File: src/source/zports_pkg.sv
/* shared definitions of the z80 port block
   port numbers, bus types, strobe and register structs, reset values */
package zports_pkg;

	//////////////////////////////////////////////////////////////////////
	// bus types
	typedef logic [7:0]  data_t;    // z80 data byte
	typedef logic [15:0] addr_t;    // z80 address bus
	typedef logic [7:0]  port_lo_t; // low address byte selects the port
	typedef logic [4:0]  be_idx_t;  // a[12:8] on xxBE reads

	//////////////////////////////////////////////////////////////////////
	// port numbers, low byte only
	localparam port_lo_t PORT_FE     = 8'hFE; // keyboard, tape in, border
	localparam port_lo_t PORT_F6     = 8'hF6; // alias of FE without beeper
	localparam port_lo_t PORT_FD     = 8'hFD; // 7FFD paging, BFFD/FFFD ay
	localparam port_lo_t PORT_F7     = 8'hF7; // EFF7 paging
	localparam port_lo_t PORT_KJOY   = 8'h1F; // kempston joystick
	localparam port_lo_t PORT_KMOUSE = 8'hDF; // kempston mouse
	localparam port_lo_t PORT_CFG    = 8'hBF; // config register
	localparam port_lo_t PORT_CFGRD  = 8'hBE; // readback, nmi clear on write

	// readback index in a[12:8]
	localparam be_idx_t BE_IDX_7FFD = 5'h0A;
	localparam be_idx_t BE_IDX_EFF7 = 5'h0B;

	localparam data_t READ_IDLE = 8'hFF; // floating bus value

	//////////////////////////////////////////////////////////////////////
	// structs
	typedef struct packed {
		logic wr; // one cycle per write access
		logic rd; // one cycle per read access
	} io_strobe_t;

	// address and shadow qualified, strobe not included
	typedef struct packed {
		logic fe;
		logic p7ffd;
		logic eff7;
		logic cfg;
		logic cfgrd;
		logic ay_addr;
		logic ay_reg;
	} port_sel_t;

	typedef struct packed {
		data_t p7ffd; // raw, no lock masking
		data_t eff7;
	} paging_t;

	typedef struct packed {
		logic shadow_en; // bit 0 of xxBF
		logic romrw_en;  // bit 1
		logic set_nmi;   // bit 3
	} sys_cfg_t;

	// reset values
	localparam paging_t    PAGING_RST = '{p7ffd: 8'h00, eff7: 8'h00};
	localparam sys_cfg_t   CFG_RST    = '{shadow_en: 1'b0, romrw_en: 1'b0, set_nmi: 1'b0};
	localparam logic [3:0] BORDER_RST = 4'h0;

endpackage

File: src/source/io_strobes.sv
/* z80 io cycle to strobe conversion
   one zclk pulse on the first cycle of every io write and io read */
module io_strobes (
	input  logic                   zclk,
	input  logic                   rst_n,
	input  logic                   iorq_n,
	input  logic                   rd_n,
	input  logic                   wr_n,
	output zports_pkg::io_strobe_t strb
);

	logic wr_act;  // write access in progress
	logic rd_act;  // read access in progress
	logic wr_seen; // write level at last edge
	logic rd_seen;

	assign wr_act = ~(iorq_n | wr_n);
	assign rd_act = ~(iorq_n | rd_n);

	// pulse only when level was low at previous edge
	always_ff @(posedge zclk or negedge rst_n)
	begin
		if (!rst_n)
		begin
			wr_seen <= 1'b0;
			rd_seen <= 1'b0;
			strb    <= '0;
		end
		else
		begin
			wr_seen <= wr_act;
			rd_seen <= rd_act;
			strb.wr <= wr_act & ~wr_seen; // long cycles give one pulse
			strb.rd <= rd_act & ~rd_seen;
		end
	end

endmodule

File: src/source/port_decoder.sv
/* port decoder of the z80 io block
   low address byte plus shadow state into hit, external and port selects */
module port_decoder (
	input  zports_pkg::addr_t     a,
	input  logic                  dos,
	input  zports_pkg::sys_cfg_t  cfg,
	output zports_pkg::port_sel_t sel,
	output logic                  porthit,
	output logic                  external_port,
	output logic                  shadow
);

	zports_pkg::port_lo_t loa; // low address byte

	logic is_fe;  // FE or F6
	logic is_fd;
	logic is_f7;
	logic is_kjoy;
	logic is_mouse;
	logic is_cfg;
	logic is_cfgrd;
	logic f7_hit; // F7 visible in current mode

	assign loa    = a[7:0];
	assign shadow = dos | cfg.shadow_en; // trdos rom or forced by xxBF

	//////////////////////////////////////////////////////////////////////
	// raw port compares
	assign is_fe    = (loa == zports_pkg::PORT_FE) || (loa == zports_pkg::PORT_F6);
	assign is_fd    = (loa == zports_pkg::PORT_FD);
	assign is_f7    = (loa == zports_pkg::PORT_F7);
	assign is_kjoy  = (loa == zports_pkg::PORT_KJOY);
	assign is_mouse = (loa == zports_pkg::PORT_KMOUSE);
	assign is_cfg   = (loa == zports_pkg::PORT_CFG);
	assign is_cfgrd = (loa == zports_pkg::PORT_CFGRD);

	// F7 moves to a8 low in shadow mode
	// keeps xFF7 free for shadow mode peripherals
	assign f7_hit = is_f7 & (a[8] ^ shadow);

	//////////////////////////////////////////////////////////////////////
	// bus level outputs
	always_comb
	begin
		porthit = is_fe | is_fd | is_cfg | is_cfgrd | is_mouse; // every mode
		if (is_kjoy && !shadow)
			porthit = 1'b1; // 1F belongs to disk ctrl in shadow
		if (f7_hit)
			porthit = 1'b1;
	end

	assign external_port = is_fd & a[15]; // ay chip drives the bus itself

	//////////////////////////////////////////////////////////////////////
	// per port selects
	always_comb
	begin
		sel.fe      = is_fe;
		sel.p7ffd   = is_fd & ~a[15];
		sel.eff7    = is_f7 & ~a[12] & a[8] & ~shadow; // EEF7 in shadow not written
		sel.cfg     = is_cfg;
		sel.cfgrd   = is_cfgrd;
		sel.ay_addr = is_fd & a[15];          // BFFD and FFFD
		sel.ay_reg  = is_fd & a[15] & a[14];  // FFFD only
	end

endmodule

File: src/source/paging_regs.sv
/* 7FFD and EFF7 memory paging registers
   48k lock through 7FFD bit 5, 1 meg lock through EFF7 bit 2 */
module paging_regs (
	input  logic                  zclk,
	input  logic                  rst_n,
	input  zports_pkg::data_t     din,
	input  zports_pkg::io_strobe_t strb,
	input  zports_pkg::port_sel_t sel,
	output zports_pkg::paging_t   pg,
	output zports_pkg::data_t     p7ffd,
	output zports_pkg::data_t     peff7,
	output logic [5:0]            pent1m_page,
	output logic                  pent1m_rom,
	output logic                  pent1m_1m_on,
	output logic                  pent1m_ram0_0
);

	logic block1m;   // 128k mode, upper page bits off
	logic block7ffd; // 48k lock engaged

	assign block1m   = pg.eff7[2];
	assign block7ffd = pg.p7ffd[5] & block1m;

	//////////////////////////////////////////////////////////////////////
	// register writes
	always_ff @(posedge zclk or negedge rst_n)
	begin
		if (!rst_n)
		begin
			pg <= zports_pkg::PAGING_RST;
		end
		else
		begin
			// 2..0 page, 3 screen, 4 rom, 5 lock48, 7..6 high page
			if (strb.wr && sel.p7ffd && !block7ffd)
				pg.p7ffd <= din;
			// 0 p16c, 2 block1m, 3 ram0 at 0000, 4 turbo off
			if (strb.wr && sel.eff7)
				pg.eff7 <= din;
		end
	end

	//////////////////////////////////////////////////////////////////////
	// masked views for the rest of the machine
	always_comb
	begin
		p7ffd = pg.p7ffd;
		peff7 = pg.eff7;
		if (block1m)
		begin
			p7ffd[7:5] = 3'b000; // plain 128k paging
			peff7[6]   = 1'b0;
			peff7[3:1] = 3'b000;
		end
	end

	// pentagon 1m decode from raw bits
	assign pent1m_page   = {pg.p7ffd[7:5], pg.p7ffd[2:0]};
	assign pent1m_rom    = pg.p7ffd[4];
	assign pent1m_1m_on  = ~pg.eff7[2];
	assign pent1m_ram0_0 = pg.eff7[3];

endmodule

File: src/source/system_regs.sv
/* border, beeper, xxBF config register and nmi clear
   all updated on the edge that closes the write strobe */
module system_regs (
	input  logic                   zclk,
	input  logic                   rst_n,
	input  zports_pkg::data_t      din,
	input  zports_pkg::addr_t      a,
	input  zports_pkg::io_strobe_t strb,
	input  zports_pkg::port_sel_t  sel,
	output zports_pkg::sys_cfg_t   cfg,
	output logic [3:0]             border,
	output logic                   beeper_wr,
	output logic                   clr_nmi
);

	logic fe_wr;  // FE or F6 write
	logic cfg_wr; // xxBF write

	assign fe_wr  = strb.wr & sel.fe;
	assign cfg_wr = strb.wr & sel.cfg;

	always_ff @(posedge zclk or negedge rst_n)
	begin
		if (!rst_n)
		begin
			cfg       <= zports_pkg::CFG_RST;
			border    <= zports_pkg::BORDER_RST;
			beeper_wr <= 1'b0;
			clr_nmi   <= 1'b0;
		end
		else
		begin
			beeper_wr <= fe_wr && (a[7:0] == zports_pkg::PORT_FE); // F6 stays silent
			clr_nmi   <= strb.wr & sel.cfgrd; // xxBE write ends nmi

			if (fe_wr)
				border <= {~a[3], din[2:0]}; // bright bit from a3

			if (cfg_wr)
			begin
				cfg.shadow_en <= din[0];
				cfg.romrw_en  <= din[1];
				cfg.set_nmi   <= din[3];
			end
		end
	end

endmodule

File: src/source/read_mux.sv
/* read data mux of the z80 port block
   byte returned for every readable port, FF elsewhere */
module read_mux (
	input  zports_pkg::addr_t    a,
	input  logic                 shadow,
	input  logic [4:0]           keys_in,
	input  logic                 tape_read,
	input  logic [4:0]           kj_in,
	input  zports_pkg::data_t    mus_in,
	input  zports_pkg::sys_cfg_t cfg,
	input  zports_pkg::paging_t  pg,
	output zports_pkg::data_t    dout
);

	zports_pkg::be_idx_t be_idx; // readback select

	assign be_idx = a[12:8];

	always_comb
	begin
		dout = zports_pkg::READ_IDLE;
		case (a[7:0])
			zports_pkg::PORT_FE, zports_pkg::PORT_F6:
				dout = {1'b1, tape_read, 1'b0, keys_in};
			zports_pkg::PORT_KJOY:
				if (!shadow)
					dout = {3'b000, kj_in}; // disk ctrl owns it in shadow
			zports_pkg::PORT_KMOUSE:
				dout = mus_in;
			zports_pkg::PORT_CFG:
				dout = {5'b00000, cfg.set_nmi, cfg.romrw_en, cfg.shadow_en};
			zports_pkg::PORT_CFGRD:
			begin
				if (be_idx == zports_pkg::BE_IDX_7FFD)
					dout = pg.p7ffd; // raw, lock not applied
				else if (be_idx == zports_pkg::BE_IDX_EFF7)
					dout = pg.eff7;
			end
			default:
				dout = zports_pkg::READ_IDLE;
		endcase
	end

endmodule

File: src/source/zports.sv
/* z80 io port block top level
   strobes, decoder, paging and system registers, read mux, bus gating */
module zports (
	input  logic              zclk,
	input  logic              rst_n,
	input  zports_pkg::addr_t a,
	input  zports_pkg::data_t din,
	input  logic              iorq_n,
	input  logic              rd_n,
	input  logic              wr_n,
	input  logic              dos,
	input  logic [4:0]        keys_in,
	input  logic              tape_read,
	input  logic [4:0]        kj_in,
	input  zports_pkg::data_t mus_in,
	output zports_pkg::data_t dout,
	output logic              dataout,       // z80 bus driver enable
	output logic              porthit,
	output logic              external_port,
	output logic              ay_bdir,
	output logic              ay_bc1,
	output logic [3:0]        border,
	output logic              beeper_wr,
	output logic              clr_nmi,
	output logic              romrw_en,
	output logic              set_nmi,
	output zports_pkg::data_t p7ffd,
	output zports_pkg::data_t peff7,
	output logic [5:0]        pent1m_page,
	output logic              pent1m_rom,
	output logic              pent1m_1m_on,
	output logic              pent1m_ram0_0
);

	zports_pkg::io_strobe_t strb;
	zports_pkg::port_sel_t  sel;
	zports_pkg::sys_cfg_t   cfg;
	zports_pkg::paging_t    pg;
	logic                   shadow;
	logic                   io_rd; // io read in progress
	logic                   io_wr;

	//////////////////////////////////////////////////////////////////////
	// bus side gating, straight from z80 controls
	assign io_rd   = ~iorq_n & ~rd_n;
	assign io_wr   = ~iorq_n & ~wr_n;
	assign dataout = porthit & io_rd & ~external_port; // ay answers itself
	assign ay_bc1  = sel.ay_reg & (io_rd | io_wr);
	assign ay_bdir = sel.ay_addr & io_wr;

	assign romrw_en = cfg.romrw_en;
	assign set_nmi  = cfg.set_nmi;

	io_strobes u_strobes (
		.zclk   (zclk),
		.rst_n  (rst_n),
		.iorq_n (iorq_n),
		.rd_n   (rd_n),
		.wr_n   (wr_n),
		.strb   (strb)
	);

	port_decoder u_decoder (
		.a             (a),
		.dos           (dos),
		.cfg           (cfg),
		.sel           (sel),
		.porthit       (porthit),
		.external_port (external_port),
		.shadow        (shadow)
	);

	paging_regs u_paging (
		.zclk          (zclk),
		.rst_n         (rst_n),
		.din           (din),
		.strb          (strb),
		.sel           (sel),
		.pg            (pg),
		.p7ffd         (p7ffd),
		.peff7         (peff7),
		.pent1m_page   (pent1m_page),
		.pent1m_rom    (pent1m_rom),
		.pent1m_1m_on  (pent1m_1m_on),
		.pent1m_ram0_0 (pent1m_ram0_0)
	);

	system_regs u_sys (
		.zclk      (zclk),
		.rst_n     (rst_n),
		.din       (din),
		.a         (a),
		.strb      (strb),
		.sel       (sel),
		.cfg       (cfg),
		.border    (border),
		.beeper_wr (beeper_wr),
		.clr_nmi   (clr_nmi)
	);

	read_mux u_rdmux (
		.a         (a),
		.shadow    (shadow),
		.keys_in   (keys_in),
		.tape_read (tape_read),
		.kj_in     (kj_in),
		.mus_in    (mus_in),
		.cfg       (cfg),
		.pg        (pg),
		.dout      (dout)
	);

endmodule

File: config.mk
export PLATFORM = sky130hd
export DESIGN_NAME = zports
export DESIGN_NICKNAME = d
export VERILOG_FILES = /design/src/source/zports_pkg.sv /design/src/source/io_strobes.sv /design/src/source/port_decoder.sv /design/src/source/paging_regs.sv /design/src/source/system_regs.sv /design/src/source/read_mux.sv /design/src/source/zports.sv
export SDC_FILE = /design/constraint.sdc
export NUM_CORES = 1
export LEC_CHECK = 0
export BUFFER_PORTS_ARGS = -buffer_cell sky130_fd_sc_hd__buf_2
export CORE_AREA = 5 5 57 84
export CTS_CLUSTER_SIZE = 24
export DETAILED_ROUTE_END_ITERATION = 12
export DIE_AREA = 0 0 62 89
export HOLD_SLACK_MARGIN = 0.12
export PLACE_DENSITY_LB_ADDON = 0.05
export SLEW_MARGIN = 0
export SYNTH_ARGS = -nofsm -noshare
export SYNTH_HDL_FRONTEND = slang
export SYNTH_SLANG_ARGS = --single-unit
File: constraint.sdc
create_clock -name zclk -period 4.35 [get_ports zclk]
set_input_delay 0.2175 -clock zclk [delete_from_list [all_inputs] [get_ports zclk]]
set_output_delay 0.2175 -clock zclk [all_outputs]
set_load 0.005 [all_outputs]
==> summary.txt <==
Status
  • Status: complete, no violations

Cells and area
  • # diodes: 0
  • Post-Layout Cell Count: slightly above 300
  • Final nets: ~320
  • Share of cells above drive strength 1: 0.451
  • Design area: between 2000 and 2500 um2
  • Area growth, synth to finish: 21.7%
  • Final Core Density: 0.577

CTS
  • CTS max path bufs: 2
  • CTS H-tree depth: 1
  • Worst skew pair latency: 0.27 ns
  • CTS tree: built
  • Clock Root Buffer: clkbuf_8
  • Worst-path clk slew: 0.09 ns
  • Sink Count: 27
  • CTS buffer count: 3

Logic synthesis
  • Total number of yosys warnings: 0
  • Top cells by area, synth: dfrtp_1 (36%), mux2_2 (13%), buf_4 (7.7%)
  • Mapped Cells: 194
  • Post-synth EDFFs: 0
  • Syn Area/Cell: 9.58 um2
  • #FFs+latches synth: 27
  • Main synth FF type: dfrtp_1
  • Most numerous cell in the Yosys netlist: dfrtp_1
  • Top post-synthesis cells by count: dfrtp_1 (27), mux2_2 (22), buf_4 (19), nand2_1 (18), mux2i_1 (9)
  • Synth top area share: 0.363
  • Syn_nets: 243
  • Mapped cell area: roughly 1900 um2
  • Cell taking the most area after synthesis: dfrtp_1
  • Register area share after synthesis: 0.363
  • Synth cell types: 43
  • Post-synth ARST share: 1.00

STA
  • Final Max Tran Viols: 0
  • Final setup vio count: 0
  • Headroom to the max-slew limit: 0.258
  • Fmax: 453 MHz
  • RSZ-0062 raised after global routing: false
  • Post-layout min period: 2.21 ns
  • Worst-Margin Slew: ~1.1 ns
  • Layout Skew: 0.00269 ns
  • Fin crit share: 0.508
  • Hold Fails Final Rpt: 0
  • Post-route setup TNS: 0 ns

Placed design
  • Routability cong.: between 0.7 and 0.8
  • PortBufs: 92
  • Placed cells: just over 300
  • Dpl hpwl: 4040 um
  • Post-DP Area: 2200 um2

Run
  • Max Cap Viol: 0

Setup path
  • Most frequent cell on the critical path: buf_2
  • Slowest-stage cell, CP: nor4bb_1
  • Worst setup EP type: output pin
  • Kind of critical path: in -> out
  • Critical path fanouts, max: 8
  • Critical path data required time: 4.13 ns
  • CP startpoint kind: primary input
  • Max stage delay on crit path: slightly above 0.9 ns
  • Arrival time worst endpoint: approximately 2.0 ns
  • Worst-path cell chain: buf_2 -> nor4bb_1 -> a211oi_1 -> o21ai_0 -> nand4_1 -> buf_2

Floorplan
  • DIE HEIGHT: approximately 89 um
  • Die area: 5520 um2
  • Core area: 3920 um2
  • Initial Utilization: 0.474
  • FP Rows: 28
  • Ports: 95
  • Width of the die: 62 um

Pwr
  • IR drop worst, VDD: 0.232 mV
  • Leakage: between 1 and 1.5 nW
  • Cell Pwr Density: 209 nW/um2

Global routing
  • First-pass GRT wire length: 7780 um
  • Total grt overflow: 0
  • Largest net degree at the start of global routing: 28
  • Vias in the first global route: 1680
  • GRT Util Overall: 0.187
  • Initial antenna violation count: 0

Route
  • Starting DRT DRC Count: ~140
  • DRC: 0
  • Vias: 1678
  • DRT Pass-1 Iters: 4
  • WL final: slightly above 5000 um
  • Avg WL per Cell: between 15 and 20 um
  • Via density: 5.40
  • Antenna-violating nets left: 0

Worst hold path
  • Type of the most critical hold path: in -> reg
==> power breakdown <==
group	total (mW)	switching, mW	internal [mW]
sequential	0.258	0.00323	0.255
combinational	0.0728	0.0394	0.0334
clock	0.141	0.0756	0.0657
==> layout by cell type, fill, tap and decap left out, types with 2 or more instances in the layout <==
cell / count
and2_1: 4
nor2_1: 2
nand4_1: 7
dfrtp_1: 27
nor3_1: 4
and4b_1: 2
nor2b_1: 6
and3_1: 7
dlygate4sd3_1: 2
o21a_1: 2
mux2_2: 22
a22oi_1: 4
mux2i_1: 9
nand2_1: 18
a211oi_1: 4
nand3b_1: 6
nand3_1: 6
nand4b_1: 2
o21ai_0: 8
buf_2: 92
a21oi_1: 7
clkbuf_8: 3
inv_1: 3
==> worst paths after layout <==
check	slack, ns	to	start	cells past startpoint
worst max register to register	2.38	u_paging.peff7[5]	u_sys.cfg[2]	3
worst min register to register	0.42	u_strobes.strb[1]	u_strobes.wr_seen	1
max in group asynchronous	3.47	u_paging.peff7[5]	rst_n	2
worst max-delay path	2.14	dout[1]	a[12]	6
min in group asynchronous	0.48	u_sys.border[3]	rst_n	2
worst min-delay path	0.13	u_strobes.wr_seen	iorq_n	2
==> metrics by stage <==
step | worst slack (ns) | power (mW) | hold slack, ns
floorplan | 2.66 | 0.296 | -0.0781
global placement | 2.14 | 0.334 | 0.254
detailed placement | 2.11 | 0.335 | 0.256
CTS | 2.11 | 0.478 | 0.131
global route | 1.80 | 0.497 | 0.138
finish | 2.14 | 0.472 | 0.134
==> timing repair <==
item                      CTS  global route
gates resized for setup     0             0
hold endpoints to repair   28             0
setup buffers               0             0
hold buffers                2             0
==> cell families (layout without fill, tap and decap cells) <==
kind of cell              after synthesis  in the layout  synth area share
and+or+nand+nor                        74             74             0.240
AOI/OAI and AO/OA                      31             31             0.106
muxes                                  31             31             0.182
buffers and inverters                  29            101             0.102
DFF                                    27             27             0.363
other                                   1              1           0.00202
xor gates and xnor gates                1              1           0.00471
==> state kept, by name, indices dropped and copies added (netlist names), 3 cells and up <==
register              count
u_paging.p7ffd            5
u_paging.peff7            4
u_paging.pent1m_page      3
u_paging.pg               3
u_sys.border              4
u_sys.cfg                 3
==> worst max-delay path: cells and delay by family <==
kind	cells	cell delay, ns
AND/OR/NAND/NOR	2	1.04
AO/OA/AOI/OAI	2	0.46
buffers and inverters	2	0.27
==> metal layers <==
layer / wire length [um] / up-vias / share of wire / GRT usage
met4: 68 / 0 / 0.013 / 0.0637
met5: 0 / - / 0 / 0
met3: 304 / 5 / 0.060 / 0.0188
met2: 2700 / 49 / 0.54 / 0.331
met1: 1970 / 787 / 0.39 / 0.230
li1: - / 837 / - / -
==> area by class of cell <==
class / instances / area [um2]
Multi-Input combinational cell: 138 / 993
Clock buffer: 4 / 45.0
Tap cell: 45 / 56.3
Inverter: 3 / 11.3
Fill cell: 397 / 1660
Sequential cell: 27 / 676
Timing Repair Buffer: 94 / 480
(Power assumes the default switching activity.)
